<file path="src/pwmTimingPkg.sv">
package pwmTimingPkg;

	//////////////////////////////
	// Period and level counts
	//////////////////////////////

	localparam int PeriodCycles = 18; // Clocks per PWM period.
	localparam int NumLevels = 8; // Duty levels 0 to 7.

	// Wide enough to hold PeriodCycles itself as a limit.
	localparam int PhaseWidth = $clog2(PeriodCycles + 1);
	localparam int LevelWidth = $clog2(NumLevels);

	//////////////////////////////
	// Types
	//////////////////////////////

	typedef logic [PhaseWidth-1:0] phase_t;
	typedef logic [LevelWidth-1:0] level_t;
	typedef logic [NumLevels-1:0] dutyLevels_t;

	localparam phase_t PeriodLast = phase_t'(PeriodCycles - 1); // Wrap point.

	// A level is high while the phase is below its limit.
	localparam phase_t LevelLimit [NumLevels] = '{
		phase_t'(0), // Never high.
		phase_t'(3),
		phase_t'(6),
		phase_t'(9),
		phase_t'(12),
		phase_t'(15),
		phase_t'(16),
		phase_t'(PeriodCycles) // Always high.
	};

endpackage

</file>
<file path="src/motorCmdPkg.sv">
package motorCmdPkg;

	//////////////////////////////
	// Channel addressing
	//////////////////////////////

	localparam int MaxChannels = 64; // Upper bound for the index.
	localparam int ChannelIdxWidth = $clog2(MaxChannels);

	typedef logic [ChannelIdxWidth-1:0] channelIdx_t;

	//////////////////////////////
	// Command and pin types
	//////////////////////////////

	// All zero is level 0 in reverse, both pins low.
	typedef struct packed {
		logic forward; // Waveform on the forward pin.
		pwmTimingPkg::level_t level;
	} channelSetting_t;

	typedef struct packed {
		channelIdx_t channel;
		channelSetting_t setting;
	} motorCmd_t;

	typedef struct packed {
		logic fwdPin;
		logic revPin;
	} bridgePins_t;

endpackage

</file>
<file path="src/dutyTimebase.sv">
`timescale 1ns/1ps

module dutyTimebase (
	input  logic                      clk,
	input  logic                      rst,
	output pwmTimingPkg::dutyLevels_t levels,
	output logic                      periodEnd,
	output logic                      periodSync
);
	import pwmTimingPkg::*;

	phase_t phase;
	dutyLevels_t levelsNext;
	logic levelsAtStart;

	//////////////////////////////
	// Phase counter
	//////////////////////////////

	always_ff @(posedge clk) begin
		if (rst) begin
			phase <= '0;
		end else if (phase == PeriodLast) begin
			phase <= '0; // Wrap after the last phase.
		end else begin
			phase <= phase + 1'b1;
		end
	end

	//////////////////////////////
	// Level vector and markers
	//////////////////////////////

	always_comb begin
		for (int k = 0; k < NumLevels; k++) begin
			levelsNext[k] = (phase < LevelLimit[k]);
		end
	end

	// levels runs one cycle behind the phase counter.
	// periodEnd flags levels at the last phase, levelsAtStart flags
	// levels at phase 0, and periodSync lines up with the pin register.
	always_ff @(posedge clk) begin
		if (rst) begin
			levels <= '0;
			periodEnd <= 1'b0;
			levelsAtStart <= 1'b0;
			periodSync <= 1'b0;
		end else begin
			levels <= levelsNext;
			periodEnd <= (phase == PeriodLast); // Same edge as levels.
			levelsAtStart <= periodEnd;
			periodSync <= levelsAtStart; // Pins show phase 0.
		end
	end

endmodule

</file>
<file path="src/commandLoader.sv">
`timescale 1ns/1ps

module commandLoader #(
	parameter int NumChannels = 48
) (
	input  logic                         clk,
	input  logic                         rst,
	input  motorCmdPkg::motorCmd_t       cmd,
	input  logic                         cmdValid,
	output logic                         cmdReady,
	input  logic                         periodEnd,
	output motorCmdPkg::channelSetting_t settings [NumChannels]
);
	import motorCmdPkg::*;

	motorCmd_t pending;
	logic pendingFull;
	logic accept;
	logic applyNow;

	//////////////////////////////
	// Command handshake
	//////////////////////////////

	assign cmdReady = !pendingFull; // One-deep buffer.
	assign accept = cmdValid && cmdReady;

	// Only a command already held is applied at the boundary.
	assign applyNow = pendingFull && periodEnd;

	always_ff @(posedge clk) begin
		if (rst) begin
			pendingFull <= 1'b0;
		end else if (accept) begin
			pendingFull <= 1'b1;
		end else if (applyNow) begin
			pendingFull <= 1'b0; // Ready again from the boundary.
		end
	end

	always_ff @(posedge clk) begin
		if (accept) begin
			pending <= cmd;
		end
	end

	//////////////////////////////
	// Channel settings
	//////////////////////////////

	// Indexes at or above NumChannels match no entry and are dropped.
	always_ff @(posedge clk) begin
		if (rst) begin
			for (int i = 0; i < NumChannels; i++) begin
				settings[i] <= '0; // Level 0, both pins low.
			end
		end else if (applyNow) begin
			for (int i = 0; i < NumChannels; i++) begin
				if (int'(pending.channel) == i) begin
					settings[i] <= pending.setting;
				end
			end
		end
	end

endmodule

</file>
<file path="src/bridgeChannel.sv">
`timescale 1ns/1ps

module bridgeChannel (
	input  logic                         clk,
	input  logic                         rst,
	input  motorCmdPkg::channelSetting_t setting,
	input  pwmTimingPkg::dutyLevels_t    levels,
	output motorCmdPkg::bridgePins_t     pins
);
	import motorCmdPkg::*;

	logic levelBit;
	bridgePins_t pinsNext;

	assign levelBit = levels[setting.level]; // Selected duty waveform.

	//////////////////////////////
	// Direction steering
	//////////////////////////////

	always_comb begin
		pinsNext = '0; // Idle side stays low.
		if (setting.forward) begin
			pinsNext.fwdPin = levelBit;
		end else begin
			pinsNext.revPin = levelBit;
		end
	end

	always_ff @(posedge clk) begin
		if (rst) begin
			pins <= '0;
		end else begin
			pins <= pinsNext;
		end
	end

endmodule

</file>
<file path="src/motorPwmTop.sv">
`timescale 1ns/1ps

module motorPwmTop #(
	parameter int NumChannels = 48
) (
	input  logic                     clk,
	input  logic                     rst,
	input  motorCmdPkg::motorCmd_t   cmd,
	input  logic                     cmdValid,
	output logic                     cmdReady,
	output motorCmdPkg::bridgePins_t pins [NumChannels],
	output logic                     periodSync
);
	import pwmTimingPkg::*;
	import motorCmdPkg::*;

	dutyLevels_t levels;
	logic periodEnd;
	channelSetting_t settings [NumChannels];

	//////////////////////////////
	// Shared timebase
	//////////////////////////////

	dutyTimebase timebase (
		.clk        (clk),
		.rst        (rst),
		.levels     (levels),
		.periodEnd  (periodEnd),
		.periodSync (periodSync)
	);

	//////////////////////////////
	// Command intake
	//////////////////////////////

	commandLoader #(
		.NumChannels (NumChannels)
	) loader (
		.clk       (clk),
		.rst       (rst),
		.cmd       (cmd),
		.cmdValid  (cmdValid),
		.cmdReady  (cmdReady),
		.periodEnd (periodEnd),
		.settings  (settings)
	);

	//////////////////////////////
	// Channel array
	//////////////////////////////

	for (genvar i = 0; i < NumChannels; i++) begin : gChannel
		bridgeChannel channel (
			.clk     (clk),
			.rst     (rst),
			.setting (settings[i]),
			.levels  (levels), // Same level vector for all.
			.pins    (pins[i])
		);
	end

endmodule

</file>
<file path="config.mk">
export PLATFORM = sky130hd
export DESIGN_NAME = motorPwmTop
export DESIGN_NICKNAME = d
export VERILOG_FILES = /design/src/pwmTimingPkg.sv /design/src/motorCmdPkg.sv /design/src/dutyTimebase.sv /design/src/commandLoader.sv /design/src/bridgeChannel.sv /design/src/motorPwmTop.sv
export SDC_FILE = /design/constraint.sdc
export NUM_CORES = 1
export LEC_CHECK = 0
export BUFFER_PORTS_ARGS = -buffer_cell sky130_fd_sc_hd__buf_4
export CAP_MARGIN = 10
export CORE_ASPECT_RATIO = 0.5
export CORE_UTILIZATION = 65
export DETAILED_ROUTE_END_ITERATION = 8
export GPL_TIMING_DRIVEN = 0
export PLACE_DENSITY = 0.85
export SLEW_MARGIN = 20
export SYNTH_ARGS = -nofsm -noshare
export SYNTH_HDL_FRONTEND = slang
export SYNTH_SLANG_ARGS = --single-unit
</file>
<file path="constraint.sdc">
create_clock -name clk -period 2.4 [get_ports clk]
set_input_delay 0.12 -clock clk [delete_from_list [all_inputs] [get_ports clk]]
set_output_delay 0.12 -clock clk [all_outputs]
set_load 0.05 [all_outputs]
</file>
[Yosys cells after proc, flatten, opt, wreduce, memory -nomap -nowiden]
Cells that the tools add are included.
Storage, ports and cells
  bits in registers: 315
  word-level logic and storage cells: 602
  output and inout port bits: 98
Cells by class
  muxes and demuxes: 98
  equal/unequal tests: 48
  add/sub/neg operators: 1
  order comparisons: 56
  reduce and logical (&&, ||, !) cells: 150
  bitwise operators: 48
Operator list (number)
  2-bit OR reduction: 97
  6-bit == test, second input constant: 32
  3-bit by 4-bit less-than comparator with 1-bit output, second input constant: 48
  1-bit binary-select mux with 3-bit select: 48
  2-bit AND reduction: 48
  1-bit two-way mux: 50
  6-bit by 5-bit == test with 1-bit output, second input constant: 8
  1-bit NOT: 48
  6-bit by 4-bit == test with 1-bit output, second input constant: 4
  5-bit by 4-bit less-than comparator with 1-bit output, second input constant: 3
  6-bit by 3-bit == test with 1-bit output, second input constant: 2
  5-bit less-than comparator, second input constant: 2
  6-bit by 2-bit == test with 1-bit output, second input constant: 1
  6-bit logical NOT: 1
  5-bit by 1-bit adder with 5-bit output, second input constant: 1
  5-bit == test, second input constant: 1
  5-bit by 1-bit less-than comparator with 1-bit output, second input constant: 1
  5-bit by 2-bit less-than comparator with 1-bit output, second input constant: 1
  5-bit by 3-bit less-than comparator with 1-bit output, second input constant: 1
  1-bit logical AND: 2
  2-bit nonzero test: 1
  1-bit logical NOT: 1

[Depth between registers and ports, before layout]
  depth in word-level cells: 3
  gate-level depth with buffers: 6
  mapped depth without buffers: 5

[Hierarchy]
A second synthesis with hierarchy kept.
Unflattened totals
  cell total of the unflattened synthesis: 1488
  area, all modules: 15696.3 sq um
Modules (own cells, without submodules)
  commandLoader: area an instance 8035.2 sq um, times used 1, cells each 714, seq. area each 4164.0 sq um
  bridgeChannel: area an instance 147.6 sq um, times used 48, cells each 15, seq. area each 40.0 sq um
  dutyTimebase: area an instance 574.3 sq um, times used 1, cells each 54, seq. area each 300.3 sq um

[Worst setup path after synthesis]
Ideal clock, no wire load.
  kind: register to register
  start: register loader.pending[6] (netlist name)
  end: register, netlist name loader.settings[28]
  data arrival time: 1.375 ns
  path buffers: 1
  library setup time: 0.132 ns
  stages on the path, launching flop included: 5
  path slack: 0.893 ns
  cells stage by stage: edfxtp_1 -> buf_2 -> or4b_1 -> o21ai_0 -> a21oi_1
Between the ends
  longest elaborated chain between the ends: 2
Ends and longest elaborated chain
  start, declared: line commandLoader.sv:16  | motorCmd_t pending;
  start signal, assigned: line commandLoader.sv:43  | pending <= cmd;
  6-bit == test: line commandLoader.sv:59  | if (int'(pending.channel) == i) begin
  2-bit AND reduction (no line)
Every way passes these cells.
A chain may end at the register's enable or synchronous reset.

[Worst setup path after layout]
  start: register timebase.levels[6]
  end: register, netlist name gChannel[42].channel.pins[0]
Between the ends
  longest elaborated chain between the ends: 2
Ends and longest elaborated chain
  start, declared: line dutyTimebase.sv:6  | output pwmTimingPkg::dutyLevels_t levels,
  start signal, assigned: line dutyTimebase.sv:50  | levels <= levelsNext;
  1-bit binary-select mux with 3-bit select: line bridgeChannel.sv:15  | assign levelBit = levels[setting.level];
  1-bit two-way mux (implied by the code): line bridgeChannel.sv:15
Every way passes these cells. The select of a mux whose other input is x is not followed.

==> flow_metrics.tcl <==
set metrics [dict create \
    cap_violations 0 \
    yosys.area_share.xor_xnor 0.000589 \
    finalSetupViolCount 0 \
    crit_family "buffers and inverters" \
    critical_path_class "reg2reg" \
    synth_seq_cells 314 \
    yosys.area.top_type_share 0.410 \
    area_delta_synth_final_pct 15.2 \
    dp_slack_ns 0.352 \
    ant_nets 0 \
    syn_avg_cell_area_um2 10.2 \
    cp.required_ns 2.85 \
    crit_fanout 10 \
    crit_cells 5 \
    ir_worst_vdd_v 0.000591 \
    hpwl_um 30100 \
    cellLeakagePower_nw 7.12 \
    nets 1626 \
    synth_edf_count 10 \
    fin_tns_setup_ns 0 \
    p_sw_mw 2.57 \
    cts.path.max_buffers 3 \
    dr.pass1.iters 6 \
    synthAdderAreaFrac 0.00168 \
    cp.buffers_inverters 2 \
    synth_top_family_by_area "simple AND/OR/NAND/NOR gates" \
    async_reset_ff_frac 0 \
    regToRegSetupSlack_ns 0.19 \
    wl_per_cell_um 22.7 \
    placed_area_um2 16100 \
    synth-simple-area-share 0.243 \
    cts_setup_buffers 0 \
    crit_path_end_kind "register" \
    routed_wl_um 43900 \
    grt_max_degree 16 \
    io_pins 111 \
    synth_largest_area_cell "dfxtp_1" \
    hold_class "in2reg" \
    cts-root-buf "clkbuf_16" \
    overflow 0 \
    cp_cell_sequence "clkbuf_1 -> clkbuf_1 -> mux2_2 -> nor3b_1 -> nor3_1" \
    ys_types 53 \
    dominantRegCellSynth "dfxtp_1" \
    finalHoldViolCount 0 \
    synth_cells 1461 \
    combinationalPowerShare 0.074 \
    critPathCapture "gChannel[42].channel.pins[0]$_SDFF_PP0_" \
    port_buffers 109 \
    core_um2 22000 \
    synth_compound_area_frac 0.0883 \
    critical_path.max_stage_delay_ns 0.59 \
    vias_per_cell 6.45 \
    critPathMostFrequentCell "clkbuf_1" \
    antenna_found_initial 0 \
    clk_pin_slew_ns 0.07 \
    cp-startpoint "timebase.levels[6]$_SDFF_PP0_" \
    slew-limit-headroom 0.277 \
    cts_buffers 28 \
    clkLatencyLatePin_ns 0.56 \
    power.internal_mw 8.19 \
    slew_violations 0 \
    grt_pass1_vias 12400 \
    cts_tree "yes" \
    grt_pass1_wl_um 67000 \
    ys_warn_count 0 \
    place_congestion 0.937 \
    rows 38 \
    power_density_nw_per_um2 629 \
    fin_ws_ns 0.189 \
    final_cell_mix "dfxtp_1 (304), nand2b_1 (150), mux2i_1 (148), buf_4 (120), clkbuf_1 (81)" \
    max_freq_mhz 452 \
    reg2reg_from "timebase.levels[6]$_SDFF_PP0_" \
    die_x_um 216 \
    power_switching_share 0.239 \
    final_common_cell "dfxtp_1" \
    drc 0 \
    worstSetupStartpointType "register" \
    synth_mux_area_frac 0.196 \
    synthTopCellsByArea "dfxtp_1 (41%), mux2i_1 (10%), nand2b_1 (6.3%)" \
    worst_pin_slew_ns 1.08 \
    fin_crit_sh 0.921 \
    cts_resized 0 \
    die_h_um 109 \
    routed-via-count 12500 \
    stdcell_area_um2 17100 \
    placed_cells 1870 \
    period_minus_slack_ns 2.21 \
    rr_worst_depth 5 \
    cpMaxStageDelayCell "clkbuf_1" \
    grt_util_all_layers 0.370 \
    reg2reg_to "gChannel[42].channel.pins[0]$_SDFF_PP0_" \
    drtIter0Drc 1356 \
    die_area_um2 23500 \
    p_clk_frac 0.435 \
    seq_area_frac_synth 0.430 \
    cts_max_level 1 \
    n_antenna_cell 0 \
    cp.arrival_ns 2.66 \
    numClockSinks 314 \
    power_frac_seq 0.491 \
    initial_utilization 0.675 \
    stdcell_count 1932 \
    synth_nets 1476 \
    fin_skew_ns 0.0156 \
    drive_gt1_frac 0.195 \
    rsz0062_at_grt "no" \
    netlist_area_um2 14900 \
    outcome "complete, no violations" \
]
[how the worst min path moves through the flow]
stage | end | cells past startpoint | slack [ns] | startpoint
finish | loader.pending[1]$_DFFE_PP_ | 2 | 0.21 | cmdValid
global route | loader.pending[5]$_DFFE_PP_ | 2 | 0.23 | cmdValid
CTS | loader.pending[0]$_DFFE_PP_ | 2 | 0.19 | cmdValid
detailed placement | loader.pending[1]$_DFFE_PP_ | 1 | 0.30 | cmd[1]
global placement | loader.pending[2]$_DFFE_PP_ | 1 | 0.30 | cmd[2]
floorplan | loader.pending[0]$_DFFE_PP_ | 0 | 0.22 | cmd[0]
[logic make-up after synthesis]
group | after synthesis
simple gates | 570
compound gates | 207
xor+xnor | 1
mux | 241
flops | 314
buf+inv | 126
fa+ha+maj | 2
[area by class of cell]
type                            count  area (um2)
Clock buffer                       41         841
Multi-Input combinational cell   1021        7870
Sequential cell                   314        6390
Inverter                            3        11.3
Tap cell                          300         375
Fill cell                        1500        4900
Timing Repair Buffer              120         928
Buffer                            123         591
Clock inverter                     10         113
[Yosys cell counts (7+ instances only)]
cell / instances
dfxtp_1: 304
nand2b_1: 150
mux2i_1: 148
clkbuf_1: 76
a21oi_1: 70
nor3_1: 66
nand3_1: 65
mux2_2: 62
nor3b_1: 62
o21ai_0: 58
nand2_1: 57
nor2b_1: 41
nor2_1: 34
a211o_1: 31
buf_2: 31
mux4_2: 20
a211oi_1: 15
nand3b_1: 15
nor4_1: 15
a311o_1: 14
nor4b_2: 14
buf_4: 11
mux4_1: 11
edfxtp_1: 10
nand2_2: 8
o21ai_1: 7
[registers in the layout, summed over array words and instances (netlist names)]
register                cells
timebase.periodSync         1
timebase.levelsAtStart      1
timebase.levels             7
timebase.periodEnd          1
loader.settings           192
loader.pending             10
loader.pendingFull          1
gChannel.channel.pins      96
timebase.phase              5
[metal layers]
layer	track usage	up-vias	share of wire
met5	0	-	0
met4	0.137	0	0.024
met3	0.0987	101	0.11
met2	0.613	677	0.46
met1	0.468	6068	0.41
li1	-	5618	-
[power groups by stage]
| stage | registers, mW | clock network (mW) | logic (mW) |
|---|---|---|---|
| after floorplan | 5.39 | 0 | 0.479 |
| after global placement | 5.40 | 0 | 0.727 |
| after detailed placement | 5.40 | 0 | 0.745 |
| after CTS | 5.28 | 4.69 | 0.764 |
| after global routing | 5.28 | 4.88 | 0.814 |
| final | 5.28 | 4.68 | 0.796 |
[timing repair]
item | 4_1_cts | 5_1_grt
hold buffers | 11 | 0
endpoints found under the hold margin | 11 | 0
endpoints found under the setup margin | 0 | 0
[through the flow]
stage | hold WS [ns] | total power [mW] | util
6_report | 0.207 | 10.8 | 0.777
2_1_floorplan | 0.219 | 5.87 | -
5_1_grt | 0.231 | 11.0 | 0.777
4_1_cts | 0.190 | 10.7 | 0.777
3_5_place_dp | 0.299 | 6.15 | 0.729
3_3_place_gp | 0.299 | 6.13 | 0.729
No activity file was read; power rests on OpenSTA's default activity.
